## config.mk

```make
export PLATFORM = sky130hd
export DESIGN_NAME = mem_pager_top
export DESIGN_NICKNAME = d
export VERILOG_FILES = /design/src/pager_cfg_pkg.sv /design/src/zbus_pkg.sv /design/src/mem_pager_top.sv /design/src/dos_ctrl.sv /design/src/window_pager.sv /design/src/port_regs.sv
export SDC_FILE = /design/constraint.sdc
export NUM_CORES = 1
export LEC_CHECK = 0
export BUFFER_PORTS_ARGS = -buffer_cell sky130_fd_sc_hd__buf_4
export CAP_MARGIN = 20
export CELL_PAD_IN_SITES_DETAIL_PLACEMENT = 0
export CELL_PAD_IN_SITES_GLOBAL_PLACEMENT = 1
export CORE_MARGIN = 8
export CORE_UTILIZATION = 45
export CTS_CLUSTER_SIZE = 12
export DETAILED_ROUTE_END_ITERATION = 10
export GPL_TIMING_DRIVEN = 0
export PLACE_DENSITY_LB_ADDON = 0.15
export SETUP_SLACK_MARGIN = 0.2
export SYNTH_ARGS = -nofsm -noshare
export SYNTH_HDL_FRONTEND = slang
export SYNTH_HIERARCHICAL = 1
export SYNTH_SLANG_ARGS = --single-unit
```

## constraint.sdc

```tcl
create_clock -name fclk -period 5.6 [get_ports fclk]
set_input_delay 1.12 -clock fclk [delete_from_list [all_inputs] [get_ports fclk]]
set_output_delay 1.12 -clock fclk [all_outputs]
set_load 0.05 [all_outputs]
```

## src/pager_cfg_pkg.sv

```systemverilog
package pager_cfg_pkg;

	// the z80 space is cut into four 16 KB windows
	localparam int NUM_WIN = 4;

	// what one window maps to
	typedef struct packed
	{
		logic       romnram; // 1 = rom chip, 0 = ram
		logic [7:0] page;    // physical 16 KB page
	} mem_map_t;

	// settings of one window, as written through xxF7
	// every field has two sets, index picked by the 7FFD rom bit
	typedef struct packed
	{
		logic [7:0] page0;   // page for rom_sel = 0, stored inverted from the port
		logic [7:0] page1;   // page for rom_sel = 1
		logic [1:0] ramnrom; // 1 = ram, 0 = rom
		logic [1:0] dos7ffd; // ram: take 7FFD page bits, rom: dos enters bit 0
	} win_cfg_t;

	// pentagon mode, held from 7FFD and EFF7
	typedef struct packed
	{
		logic       rom_sel; // 7FFD d4, selects the map set
		logic [5:0] page;    // 7FFD d7,d6,d5,d2,d1,d0
		logic       ram0_0;  // EFF7 d3, ram page 0 into window 0
		logic       mb_on;   // inverse of EFF7 d2, 1 MB addressing
	} pent_mode_t;

	// page constants
	// service rom sits at the top page after reset,
	// nmi handler lives in the last ram page
	localparam logic [7:0] RESET_PAGE = 8'hFF;
	localparam logic [7:0] NMI_PAGE   = 8'hFF;

endpackage

```

## src/zbus_pkg.sv

```systemverilog
package zbus_pkg;

	// one sample of the z80 bus as seen by the pager
	// all control levels are active low, as on the cpu pins
	typedef struct packed
	{
		logic [15:0] addr;   // z80 address bus
		logic [7:0]  data;   // z80 data bus, latched on port writes
		logic        mreq_n; // memory request
		logic        iorq_n; // i/o request
		logic        rd_n;   // read strobe
		logic        wr_n;   // write strobe
		logic        m1_n;   // opcode fetch cycle
	} zbus_t;

	// port addresses
	// xxF7 and xxBE are decoded on the low byte only.
	// the high byte picks the window and the form
	localparam logic [7:0]  PORT_F7_LO = 8'hF7; // window config, 4 MB or 1 MB form
	localparam logic [7:0]  PORT_BE_LO = 8'hBE; // per-window config readback
	localparam logic [15:0] PORT_EFF7  = 16'hEFF7; // pentagon ram0 / 1 MB switch

	// address bits 13..8 of the dos entry trap (3Dxx)
	localparam logic [5:0] DOS_TRAP_HI = 6'h3D;

endpackage
```

## src/mem_pager_top.sv

```systemverilog
`timescale 1ns/1ps

module mem_pager_top
(
	input  logic                    fclk,
	input  logic                    reset,
	input  logic                    s3,
	input  logic                    zpos,
	input  logic                    zneg,
	input  logic                    pager_off,
	input  logic                    in_nmi,
	input  zbus_pkg::zbus_t         zbus,
	output pager_cfg_pkg::mem_map_t map [pager_cfg_pkg::NUM_WIN],
	output logic [7:0]              rd_be,
	output logic                    dos,
	output logic                    zclk_stall
);

	logic                              f7_wr;
	logic                              fetch_stb;
	logic [pager_cfg_pkg::NUM_WIN-1:0] dos_req;
	logic [pager_cfg_pkg::NUM_WIN-1:0] ram_req;
	pager_cfg_pkg::pent_mode_t         pent_mode;
	pager_cfg_pkg::win_cfg_t           cfg [pager_cfg_pkg::NUM_WIN];

	dos_ctrl u_dos_ctrl
	(
		.fclk       (fclk),
		.reset      (reset),
		.s3         (s3),
		.zpos       (zpos),
		.zneg       (zneg),
		.zbus       (zbus),
		.dos_req    (dos_req),
		.ram_req    (ram_req),
		.fetch_stb  (fetch_stb),
		.dos        (dos),
		.zclk_stall (zclk_stall)
	);

	port_regs u_port_regs
	(
		.fclk      (fclk),
		.reset     (reset),
		.s3        (s3),
		.zneg      (zneg),
		.zbus      (zbus),
		.cfg       (cfg),
		.f7_wr     (f7_wr),
		.pent_mode (pent_mode),
		.rd_be     (rd_be)
	);

	// one pager per 16 KB window
	for (genvar i = 0; i < pager_cfg_pkg::NUM_WIN; i++)
	begin : g_win
		window_pager #(.WIN(i)) u_pager
		(
			.fclk      (fclk),
			.reset     (reset),
			.s3        (s3),
			.f7_wr     (f7_wr),
			.fetch_stb (fetch_stb),
			.pager_off (pager_off),
			.in_nmi    (in_nmi),
			.dos       (dos),
			.zbus      (zbus),
			.pent_mode (pent_mode),
			.cfg       (cfg[i]),
			.map       (map[i]),
			.dos_req   (dos_req[i]),
			.ram_req   (ram_req[i])
		);
	end

endmodule

```

## src/dos_ctrl.sv

```systemverilog
`timescale 1ns/1ps

module dos_ctrl
(
	input  logic                              fclk,
	input  logic                              reset,
	input  logic                              s3,
	input  logic                              zpos,     // z80 clock rising edge
	input  logic                              zneg,     // z80 clock falling edge
	input  zbus_pkg::zbus_t                   zbus,
	input  logic [pager_cfg_pkg::NUM_WIN-1:0] dos_req,  // per window, already fetch-gated
	input  logic [pager_cfg_pkg::NUM_WIN-1:0] ram_req,  // per window, already fetch-gated
	output logic                              fetch_stb,
	output logic                              dos,
	output logic                              zclk_stall
);

	logic       m1_n_q;      // m1_n taken at zpos
	logic       mreq_n_q;    // mreq_n taken at zneg
	logic       dos_turn_on;
	logic       dos_turn_off;
	logic [2:0] stall_cnt;   // 0 idle, then 5 6 7 while stalling

	// bus level history
	always_ff @(posedge fclk)
	begin
		if (reset)
		begin
			m1_n_q   <= 1'b1; // idle bus
			mreq_n_q <= 1'b1;
		end
		else if (s3)
		begin
			if (zpos)
				m1_n_q <= zbus.m1_n;
			if (zneg)
				mreq_n_q <= zbus.mreq_n;
		end
	end

	// opcode fetch start
	// mreq goes low at a zneg while m1 was seen low at the zpos before,
	// mreq high at the previous zneg makes it a single strobe per fetch
	assign fetch_stb = s3 & zneg & ~zbus.mreq_n & mreq_n_q & ~m1_n_q;

	assign dos_turn_on  = |dos_req;
	assign dos_turn_off = |ram_req;

	// dos flag
	always_ff @(posedge fclk)
	begin
		if (reset)
		begin
			dos <= 1'b1; // start in dos rom
		end
		else if (s3)
		begin
			if (dos_turn_on)
				dos <= 1'b1; // turn-on wins over turn-off
			else if (dos_turn_off)
				dos <= 1'b0;
		end
	end

	// clock stall
	// the rom half changes under the running fetch,
	// hold the z80 while the new data settles
	always_ff @(posedge fclk)
	begin
		if (reset)
		begin
			stall_cnt <= 3'd0;
		end
		else if (s3)
		begin
			if (dos_turn_on)
				stall_cnt <= 3'd5;
			else if (stall_cnt[2])
				stall_cnt <= stall_cnt + 3'd1; // 7 wraps to 0 and stops
		end
	end

	assign zclk_stall = dos_turn_on | stall_cnt[2];

endmodule

```

## src/window_pager.sv

```systemverilog
`timescale 1ns/1ps

module window_pager
#(
	parameter int WIN = 0 // window index, matched against a15..a14
)
(
	input  logic                      fclk,
	input  logic                      reset,
	input  logic                      s3,
	input  logic                      f7_wr,     // xxF7 write strobe from port_regs
	input  logic                      fetch_stb, // opcode fetch start from dos_ctrl
	input  logic                      pager_off, // service rom everywhere
	input  logic                      in_nmi,    // nmi handler active
	input  logic                      dos,       // current dos state
	input  zbus_pkg::zbus_t           zbus,
	input  pager_cfg_pkg::pent_mode_t pent_mode,
	output pager_cfg_pkg::win_cfg_t   cfg,       // stored settings, for xxBE
	output pager_cfg_pkg::mem_map_t   map,       // registered window map
	output logic                      dos_req,   // fetch at 3Dxx in dos rom
	output logic                      ram_req    // fetch from ram in this window
);

	logic       win_hit;   // cpu address falls in this window
	logic [7:0] sel_page;  // stored page of the current set
	logic       sel_ram;   // ramnrom of the current set
	logic       sel_7ffd;  // dos7ffd of the current set
	logic [7:0] f7_page;   // page value from an xxF7 write
	logic       f7_ram;    // ramnrom value from an xxF7 write

	assign win_hit = (zbus.addr[15:14] == 2'(WIN));

	// current set, chosen by the 7FFD rom bit
	assign sel_page = pent_mode.rom_sel ? cfg.page1 : cfg.page0;
	assign sel_ram  = cfg.ramnrom[pent_mode.rom_sel];
	assign sel_7ffd = cfg.dos7ffd[pent_mode.rom_sel];

	// xxF7 data
	// a11 set: 1 MB form, d5..d0 page with top bits forced, d6 ram, d7 dos7ffd
	// a11 clear: 4 MB form, whole byte is the page and the window is ram
	assign f7_page = zbus.addr[11] ? ~{2'b11, zbus.data[5:0]} : ~zbus.data;
	assign f7_ram  = zbus.addr[11] ? zbus.data[6] : 1'b1;

	// settings registers
	always_ff @(posedge fclk)
	begin
		if (reset)
		begin
			cfg <= '0;
		end
		else if (s3 && f7_wr && win_hit)
		begin
			if (pent_mode.rom_sel)
				cfg.page1 <= f7_page;
			else
				cfg.page0 <= f7_page;
			cfg.ramnrom[pent_mode.rom_sel] <= f7_ram;
			// 4 MB form keeps dos7ffd, so 7FFD paging still works over the whole ram
			if (zbus.addr[11])
				cfg.dos7ffd[pent_mode.rom_sel] <= zbus.data[7];
		end
	end

	// map register
	// rebuilt from the live settings on every enabled edge,
	// so it trails any setting change by one enabled edge
	always_ff @(posedge fclk)
	begin
		if (reset)
		begin
			map.romnram <= 1'b1;
			map.page    <= pager_cfg_pkg::RESET_PAGE;
		end
		else if (s3)
		begin
			if (pager_off)
			begin
				map.romnram <= 1'b1; // same service rom in every window
				map.page    <= 8'hFF;
			end
			else if (WIN == 0 && in_nmi)
			begin
				map.romnram <= 1'b0;
				map.page    <= pager_cfg_pkg::NMI_PAGE;
			end
			else if (WIN == 0 && pent_mode.ram0_0)
			begin
				map.romnram <= 1'b0; // pentagon ram 0 at 0000
				map.page    <= 8'h00;
			end
			else
			begin
				map.romnram <= ~sel_ram;
				if (sel_7ffd && sel_ram)
				begin
					// 7FFD ram paging, 1 MB or 128 KB wide
					if (pent_mode.mb_on)
						map.page <= {sel_page[7:6], pent_mode.page};
					else
						map.page <= {sel_page[7:3], pent_mode.page[2:0]};
				end
				else if (sel_7ffd)
					map.page <= {sel_page[7:1], dos}; // rom pair, dos picks the half
				else
					map.page <= sel_page;
			end
		end
	end

	// fetch requests for dos_ctrl
	// dos entry looks at set 1 only, the basic48 rom set
	assign dos_req = fetch_stb & win_hit
		& (zbus.addr[13:8] == zbus_pkg::DOS_TRAP_HI)
		& cfg.dos7ffd[1] & ~cfg.ramnrom[1] & pent_mode.rom_sel;

	assign ram_req = fetch_stb & win_hit & sel_ram; // any opcode from ram leaves dos

endmodule

```

## src/port_regs.sv

```systemverilog
`timescale 1ns/1ps

module port_regs
(
	input  logic                   fclk,
	input  logic                   reset,
	input  logic                   s3,
	input  logic                   zneg,
	input  zbus_pkg::zbus_t        zbus,
	input  pager_cfg_pkg::win_cfg_t cfg [pager_cfg_pkg::NUM_WIN],
	output logic                   f7_wr,     // xxF7 write strobe, all windows
	output pager_cfg_pkg::pent_mode_t pent_mode,
	output logic [7:0]             rd_be      // xxBE readback value
);

	logic io_wr;   // any i/o write, one enabled cycle at zneg
	logic wr_7ffd; // partial decode, a15=0 a1=0
	logic wr_eff7; // full 16-bit decode

	pager_cfg_pkg::win_cfg_t rd_cfg; // window picked for readback

	// i/o write strobe
	// the z80 holds iorq and wr low over several edges,
	// zneg & s3 makes it a single enabled cycle
	assign io_wr = s3 & zneg & ~zbus.iorq_n & ~zbus.wr_n;

	assign f7_wr   = io_wr & (zbus.addr[7:0] == zbus_pkg::PORT_F7_LO);
	assign wr_7ffd = io_wr & ~zbus.addr[15] & ~zbus.addr[1]; // xxF7 has a1 set, never clashes
	assign wr_eff7 = io_wr & (zbus.addr == zbus_pkg::PORT_EFF7);

	// pentagon mode register
	always_ff @(posedge fclk)
	begin
		if (reset)
		begin
			pent_mode <= '0;
		end
		else if (s3)
		begin
			if (wr_7ffd)
			begin
				pent_mode.rom_sel <= zbus.data[4]; // map set select
				// page bits scattered over the byte, d4 and d3 are not page bits
				pent_mode.page    <= {zbus.data[7:5], zbus.data[2:0]};
			end
			if (wr_eff7)
			begin
				pent_mode.ram0_0 <= zbus.data[3];
				pent_mode.mb_on  <= ~zbus.data[2]; // d2 low enables 1 MB
			end
		end
	end

	// readback
	// a15..a14 pick the window like on xxF7,
	// a13..a12 pick which field comes out
	assign rd_cfg = cfg[zbus.addr[15:14]];

	always_comb
	begin
		case (zbus.addr[13:12])
			2'b00:   rd_be = rd_cfg.page0;
			2'b01:   rd_be = rd_cfg.page1;
			2'b10:   rd_be = {4'b0000, rd_cfg.dos7ffd, rd_cfg.ramnrom};
			default: rd_be = 8'h00; // unused selection reads zero
		endcase
	end

endmodule

```

Yosys cells after proc, flatten, opt, wreduce, memory -nomap -nowiden
Index checks and enable logic that the tools add are counted.
W data, S select, Z words.
{"block": "totals", "register_bits": 131, "output_inout_bits": 46}
{"block": "classes", "eq_ne": 8, "n_addsub": 1, "n_bitwise": 54, "muxes": 58, "order_cmp": 3, "n_reduce_logical": 34}
{"operator": "$mux W9", "n": 6}
{"operator": "$mux W6", "n": 8}
{"operator": "$bmux W20 S2", "n": 1}
{"operator": "$mux W20", "n": 2}
{"operator": "$mux W8", "n": 5}
{"operator": "$reduce_and A2 Y1", "n": 18}
{"operator": "$and A1 B1 Y1", "n": 34}
{"operator": "$mux W1", "n": 24}
{"operator": "$pmux W8 S3", "n": 1}
{"operator": "$bwmux W2", "n": 8}
{"operator": "$eq A16 B16 Y1 const B", "n": 1}
{"operator": "$not A1 Y1", "n": 16}
{"operator": "$not A8 Y8", "n": 2}
{"operator": "$logic_and A1 B1 Y1", "n": 10}
{"operator": "$eq A8 B8 Y1 const B", "n": 1}
{"operator": "$reduce_or A4 Y1", "n": 2}
{"operator": "$eq A2 B2 Y1 const B", "n": 3}
{"operator": "$eq A6 B6 Y1 const B", "n": 1}
{"operator": "$mux W3", "n": 2}
{"operator": "$eq A2 B1 Y1 const B", "n": 2}
{"operator": "$logic_not A2 Y1", "n": 2}
{"operator": "$reduce_bool A2 Y1", "n": 2}
{"operator": "$add A3 B1 Y3 const B", "n": 1}
{"operator": "$ge A3 B3 Y1 const B", "n": 1}
{"operator": "5 further kinds", "n": 5}

Depth between registers and ports, before layout
Gate-level depths: netlist of the first run.
{"block": "logic_depth", "ltp_word": 12, "depth_mapped": 9}

Modules after synthesis
The synthesis of the first run kept the hierarchy.
{"module": "window_pager at g_win[1].u_pager ...", "seq_area_each_um2": 580.6, "n_inst": 2, "cells_per_inst": 140, "area_per_inst_um2": 1322.5}
{"module": "window_pager at g_win[0].u_pager", "seq_area_each_um2": 580.6, "n_inst": 1, "cells_per_inst": 154, "area_per_inst_um2": 1365.1}
{"module": "window_pager at g_win[3].u_pager", "seq_area_each_um2": 580.6, "n_inst": 1, "cells_per_inst": 140, "area_per_inst_um2": 1317.5}
{"module": "port_regs", "seq_area_each_um2": 180.2, "n_inst": 1, "cells_per_inst": 88, "area_per_inst_um2": 1019.7}
{"module": "dos_ctrl", "seq_area_each_um2": 120.1, "n_inst": 1, "cells_per_inst": 30, "area_per_inst_um2": 289.0}

Worst setup path after synthesis of the first run
No wires, ideal clock.
{"block": "synth_path", "path_type": "input to output", "from": "input port s3", "to": "output port zclk_stall", "arrival_time_ps": 3169, "path_stages": 8, "t_required_ps": 4480, "setup_slack_ps": 1311, "cell_sequence": "clkbuf_1 nand2_1 nor4b_1 nand3_1 or3_1 nor4_1 nor4_1 nand2b_1"}
{"block": "synth_between", "elab_chain_len": 11, "word_cells_on_any_way": 26, "classes_between": "25 x bitwise; 1 x reduce/logical"}
{"item": "start: declaration", "line": "mem_pager_top.sv:7", "rtl": "input logic s3,"}
{"item": "$and A1 B1 Y1 (4 in a row)", "line": "dos_ctrl.sv:44", "rtl": "assign fetch_stb = s3 & zneg & ~zbus.mreq_n & mreq_n_q & ~m1_n_q;"}
{"item": "via fetch_stb", "line": "mem_pager_top.sv:20", "rtl": "logic fetch_stb;"}
{"item": "$and A1 B1 Y1", "line": "window_pager.sv:112", "rtl": "assign dos_req = fetch_stb & win_hit"}
{"item": "$and A1 B1 Y1", "line": "window_pager.sv:113", "rtl": "& (zbus.addr[13:8] == zbus_pkg::DOS_TRAP_HI)"}
{"item": "$and A1 B1 Y1 (3 in a row)", "line": "window_pager.sv:114", "rtl": "& cfg.dos7ffd[1] & ~cfg.ramnrom[1] & pent_mode.rom_sel;"}
{"item": "via dos_req, one bit", "line": "mem_pager_top.sv:21", "rtl": "logic [pager_cfg_pkg::NUM_WIN-1:0] dos_req;"}
{"item": "$reduce_or A4 Y1", "line": "dos_ctrl.sv:46", "rtl": "assign dos_turn_on = |dos_req;"}
{"item": "$or A1 B1 Y1", "line": "dos_ctrl.sv:83", "rtl": "assign zclk_stall = dos_turn_on | stall_cnt[2];"}
{"item": "end: declaration", "line": "mem_pager_top.sv:16", "rtl": "output logic zclk_stall"}
The timed path passes the listed nets, and every way through them passes these cells.

Worst setup path after layout of the first run
Ends and elaborated chain as after synthesis.

==> results of run 1 <==
==> stage by stage <==
| stage | cells | worst slack, ps | area, µm² | util (%) |
|---|---|---|---|---|
| after floorplan | 692 | 1310 | 6640 | - |
| final | 985 | 605 | 8050 | 55.6 |
| after global placement | 956 | 430 | 7470 | 51.6 |
| after CTS | 985 | 350 | 8050 | 55.6 |
| after global routing | 985 | 309 | 8050 | 55.6 |
| after detailed placement | 956 | 345 | 7470 | 51.6 |
==> state kept, by name, summed over array words and instances (netlist names) <==
name	count
u_dos_ctrl/stall_cnt	3
u_dos_ctrl/m1_n_q	1
u_port_regs/pent_mode	9
u_dos_ctrl/dos	1
u_dos_ctrl/mreq_n_q	1
g_win.u_pager/map	36
g_win.u_pager/cfg	80
==> worst max-delay path, stage by stage <==
cell      delay, ps
buf_4           330
clkbuf_1        380
nand2_1         150
nor4b_2         510
nand3b_1        150
or3_1           400
nor4_1          330
nor4_1          190
nand2b_1        110
buf_4           200
==> cells in the final DEF (no fill, tap or decap), drive strengths merged, types with 4 or more instances in the layout <==
| cell type | synthesis | final |
|---|---|---|
| mux4 | 20 | 20 |
| inv | 9 | 9 |
| nand3 | 7 | 7 |
| a221o | 4 | 4 |
| nand2b | 15 | 15 |
| clkbuf | 15 | 40 |
| nand4 | 7 | 7 |
| o22ai | 11 | 11 |
| a21oi | 34 | 34 |
| a211oi | 59 | 59 |
| a22oi | 5 | 5 |
| nor4 | 7 | 7 |
| nand3b | 9 | 9 |
| nor3 | 6 | 6 |
| nor2b | 13 | 13 |
| nor2 | 125 | 125 |
| buf | 27 | 107 |
| a211o | 7 | 7 |
| mux2i | 50 | 50 |
| nand2 | 47 | 47 |
| a21boi | 4 | 4 |
| dfxtp | 131 | 131 |
| mux2 | 22 | 22 |
| nand4b | 6 | 6 |
| a31oi | 4 | 4 |
| or3 | 6 | 6 |
| o21ai | 16 | 16 |
==> power breakdown <==
part / internal, W / leakage [nW] / switching, W
combinational: 0.0000602 / 1.70 / 0.000126
clock: 0.000706 / 0.281 / 0.000395
sequential: 0.000947 / 1.06 / 0.00000890
total: 0.00171 / 3.04 / 0.000530
==> per-layer routing <==
layer,up-vias,GRT usage [%],wire (µm)
met5,-,0,13
met4,2,8.99,491
met3,46,5.07,1560
met1,2878,30.2,9540
li1,2735,-,-
met2,226,39.7,10500
==> cells in the mapped netlist, types with 8 or more instances <==
library cell  count  area, µm²
buf_4             8       60.1
clkbuf_1         15       56.3
a21oi_1          34        170
nand2_1          47        176
nor2b_1          13       81.3
o21ai_0          16       80.1
mux4_2           18        405
dfxtp_1         131       2620
inv_1             9       33.8
nor2_1          119        447
a211oi_1         56        420
mux2_2           21        236
o22ai_1          11       68.8
nand2b_1         15       93.8
mux2i_1          50        500
buf_6            13        146
==> logic make-up (layout without fill, tap and decap cells) <==
kind of cell,after synthesis,after routing,share of synthesized area [%]
AND/OR/NAND/NOR,268,268,21.7
AO/OA/AOI/OAI,149,149,15.5
multiplexers,92,92,18.2
adder cells (fa/ha/maj),1,1,0.189
buffers and inverters,51,160,4.86
flip-flops,131,131,39.5
==> area by class of cell <==
type | instances | area (µm²) | share of cell area (%)
Clock buffer | 25 | 505 | 6.28
Sequential cell | 131 | 2620 | 32.6
Buffer | 42 | 289 | 3.59
Tap cell | 184 | 230 | 2.86
Timing Repair Buffer | 80 | 601 | 7.46
Clock inverter | 4 | 72.6 | 0.901
Multi-Input combinational cell | 510 | 3700 | 45.9
Inverter | 9 | 33.8 | 0.420
==> path summary, 6_finish.rpt <==
path | cells past startpoint | startpoint | end
max reg2reg | 8 | u_port_regs/pent_mode[8] | u_dos_ctrl/stall_cnt[0]
min reg2reg | 2 | u_dos_ctrl/stall_cnt[0] | u_dos_ctrl/stall_cnt[0]
max | 10 | s3 | zclk_stall
min | 2 | u_dos_ctrl/stall_cnt[0] | u_dos_ctrl/stall_cnt[0]
==> impl_metrics.csv, run 1 <==
group,metric,value,unit
run_status,outcome,"completed",
clocking,cts_tree,"built",
floorplan,rows,44,
placement,io_buffers,80,
setup_path,critical_path_peak_fanout,29,
setup_path,path_class,"input pin to output port",
job,drv_cap,0,
finish,layout-drive-gt1-share,24.3,%
routing,routedWlPerCell,22.5,µm
logic_synthesis,ys.flop_type,"dfxtp_1",
clocking,clock_sinks,131,
logic_synthesis,syn_avg_cell_area,9.59,µm²
timing,hold_viol,0,
setup_path,end_kind,"output port",
floorplan,start_util,45.8,%
clocking,numCtsBuffers,17,
floorplan,core_area,14500,µm²
timing,max_freq,200,MHz
grt,grt_start_max_net_pins,30,
logic_synthesis,ys_ff_latch,131,
clocking,cts.clk_slew.worst_paths,50,ps
timing,min_period,5000,ps
routing,vias_per_cell,5.98,
logic_synthesis,syn_inst,692,
grt,grt-ovfl-total,0,
routing,final_antenna_net_count,0,
timing,final-setup-viol-count,0,
placement,dp_hpwl,16900,µm
routing,drc,0,
logic_synthesis,yosysWarnings,6,
grt,grt_pass1_vias,5843,
pwr,finalPower,0.00224,W
clocking,cts_setup_buffers,0,
timing,report.final.slew_viol_count,0,
routing,drtIter0Drc,461,
floorplan,die_x,137,µm
finish,num-fill-cells,1303,
clocking,cts_resized,0,
timing,finalCritPeriodShare,89.2,%
logic_synthesis,synthArstFlopShare,0,%
grt,track_usage,24.1,%
routing,finalWirelength,22100,µm
worst_hold_path,min_path_type,"flop to flop",
floorplan,die_area,18900,µm²
pwr,ir_drop,0.000206,V
routing,vias,5887,
timing,finalSetupTns,0,ps
logic_synthesis,synth_edf_count,0,
finish,layout.nets,828,
logic_synthesis,synth_fp_nets,729,
setup_path,arrival,3880,ps
setup_path,rrSetupSlack,3050,ps
grt,grt_first_pass_wirelength,33900,µm
clocking,clockRootBuffer,"clkbuf_16",
setup_path,cp.required,4480,ps
grt,antenna_found_initial,1,
pwr,power_leakage,3.04,nW
floorplan,die_h,137,µm
logic_synthesis,synth_seq_area_share,39.5,%
floorplan,ios,82,
clocking,holdBufCountCts,0,
logic_synthesis,netlist_area,6640,µm²
finish,area_growth,21.3,%
clocking,cts_max_level,4,
clocking,cts_buffer_depth,2,
placement,gp_congestion,0.875,
timing,whs,466,ps
setup_path,startpoint_type,"input pin",
logic_synthesis,synth_cell_types,56,
clocking,clock_latency,420,ps
routing,first_pass_iters,7,
timing,rsz0062_at_grt,"no",
timing,max_slew_margin,49.2,%
timing,worstMarginPinSlew,755,ps
pwr,p_per_area,279,nW/µm²
finish,n_antenna_cell,0,
timing,skew,9.08,ps
Power figures use the tool's default switching activity.
==> run 2: changes to the inputs <==
==> constraint.sdc (replaced) <==
create_clock -name fclk -period 5.6 [get_ports fclk]
set_input_delay 0.56 -clock fclk [delete_from_list [all_inputs] [get_ports fclk]]
set_output_delay 0.56 -clock fclk [all_outputs]
set_load 0.05 [all_outputs]
==> run 2 against run 1 <==
- design area about the same
- global-route usage unchanged
- wire length about the same
- sequential share of layout area about the same
- non-clock buffer count unchanged
- die area unchanged
- critical endpoint unchanged
- highest routed layer unchanged
==> impl_metrics.csv, run 2 (synthesis results as in run 1) <==
group,metric,value,unit
finish,mostFrequentLayoutCell,"dfxtp_1",
finish,largest_reg_flops,80,
clocking,cts_max_level,4,
setup_path,arrival,3640,ps
clocking,cts_resized,0,
grt,antenna_found_initial,1,
routing,vias,5896,
clocking,clock_sinks,131,
floorplan,die_area,18900,µm²
grt,grt_first_pass_wirelength,33900,µm
floorplan,ios,82,
routing,drtIter0Drc,462,
finish,reg_top3,"g_win.u_pager/cfg (80), g_win.u_pager/map (36), u_port_regs/pent_mode (9)",
setup_path,critical_path_peak_fanout,29,
pwr,finalPower,0.00225,W
routing,first_pass_iters,6,
grt,grt-ovfl-total,0,
floorplan,die_h,137,µm
setup_path,startpoint_type,"input pin",
timing,finalSetupTns,0,ps
placement,pre_cts_ws,1470,ps
routing,finalWirelength,22100,µm
pwr,ir_drop,0.000206,V
finish,fin_cells,986,
pwr,p_per_area,279,nW/µm²
floorplan,rows,44,
timing,min_period,4200,ps
timing,max_freq,238,MHz
timing,report.final.slew_viol_count,0,
finish,utilization,55.6,%
clocking,clockRootBuffer,"clkbuf_16",
finish,final_cell_mix,"dfxtp_1 (131), nor2_1 (119), buf_4 (88), a211oi_1 (56), mux2i_1 (50)",
timing,max_slew_margin,36.1,%
routing,routedWlPerCell,22.4,µm
setup_path,max_stage_delay,800,ps
clocking,numCtsBuffers,17,
grt,grt_pass1_vias,5843,
timing,finalCritPeriodShare,75.0,%
clocking,clock_latency,420,ps
clocking,holdBufCountCts,0,
timing,rsz0062_at_grt,"no",
setup_path,cp.required,5040,ps
finish,top_register,"g_win.u_pager/cfg",
setup_path,path_cells,"buf_4 -> clkbuf_1 -> nand2_1 -> nor4b_1 -> nand3b_1 -> or3_1 -> nor4_1 -> nor4_1 -> nand2b_1 -> buf_4",
pwr,power_leakage,3.04,nW
timing,setup_slack,1400,ps
floorplan,start_util,45.8,%
grt,grt_start_max_net_pins,30,
routing,final_antenna_net_count,0,
setup_path,crit_slowest_cell,"nor4b_1",
finish,layout-drive-gt1-share,24.2,%
routing,vias_per_cell,5.98,
placement,io_buffers,80,
clocking,cts_tree,"built",
timing,final-setup-viol-count,0,
timing,worstMarginPinSlew,945,ps
placement,place_inst,956,
clocking,cts.clk_slew.worst_paths,60,ps
floorplan,die_x,137,µm
setup_path,path_class,"input pin to output port",
placement,dp_hpwl,16900,µm
finish,layout.nets,828,
routing,drc,0,
setup_path,end_kind,"output port",
clocking,cts_buffer_depth,2,
placement,gp_congestion,0.875,
job,drv_cap,0,
clocking,cts_setup_buffers,0,
finish,area_growth,21.3,%
grt,track_usage,24.1,%
floorplan,core_area,14500,µm²
run_status,outcome,"completed",
timing,skew,8.61,ps
worst_hold_path,min_path_type,"input pin to flop",
timing,hold_viol,0,
==> run 2: cell types whose count changed in the layout (fill, tap and decap cells not counted), sizes merged <==
cell | before | now
diode | 0 | 1
==> run 2: final timing paths <==
check	start	end	slack, ps	depth (start not counted)
worst max-delay path	s3	zclk_stall	1400	10
worst min-delay path	zbus[0]	u_dos_ctrl/m1_n_q	380	2
worst max register to register	u_dos_ctrl/m1_n_q	u_dos_ctrl/stall_cnt[0]	2920	7
worst min register to register	u_dos_ctrl/stall_cnt[0]	u_dos_ctrl/stall_cnt[0]	470	2
==> run 2: per-stage QoR <==
| step | hold slack (ps) | instance area [µm²] |
|---|---|---|
| 6_report | 382 | 8050 |
| 5_1_grt | 390 | 8050 |
| 4_1_cts | 374 | 8050 |
| 3_5_place_dp | 456 | 7470 |
| 3_3_place_gp | 434 | 7470 |
| 2_1_floorplan | 427 | 6640 |
==> run 2: layer usage <==
| metal | global-route usage [%] | vias to the layer above | share of wire, % |
|---|---|---|---|
| li1 | - | 2741 | - |
| met1 | 30.2 | 2894 | 44 |
| met2 | 39.7 | 214 | 48 |
| met3 | 5.07 | 45 | 6.0 |
| met4 | 8.99 | 2 | 2.2 |
| met5 | 0 | - | 0.059 |
==> run 2: layout make-up <==
class / instances / area, µm²
Sequential cell: 131 / 2620
Timing Repair Buffer: 80 / 601
Antenna cell: 1 / 2.50
Fill cell: 1303 / 6430
Multi-Input combinational cell: 510 / 3690
Inverter: 9 / 33.8
Tap cell: 184 / 230
Clock buffer: 25 / 505
Clock inverter: 4 / 72.6
Buffer: 42 / 289
==> run 2: critical path, delay by kind of cell <==
kind	cells	cell delay [ps]
simple gates	7	2160
buf+inv	3	910
==> run 2: report_power, final <==
part | switching, W | internal (W) | leakage [nW] | total [W]
registers | 0.00000873 | 0.000947 | 1.06 | 0.000955
logic | 0.000126 | 0.0000601 | 1.70 | 0.000186
clock network | 0.000398 | 0.000706 | 0.281 | 0.00110
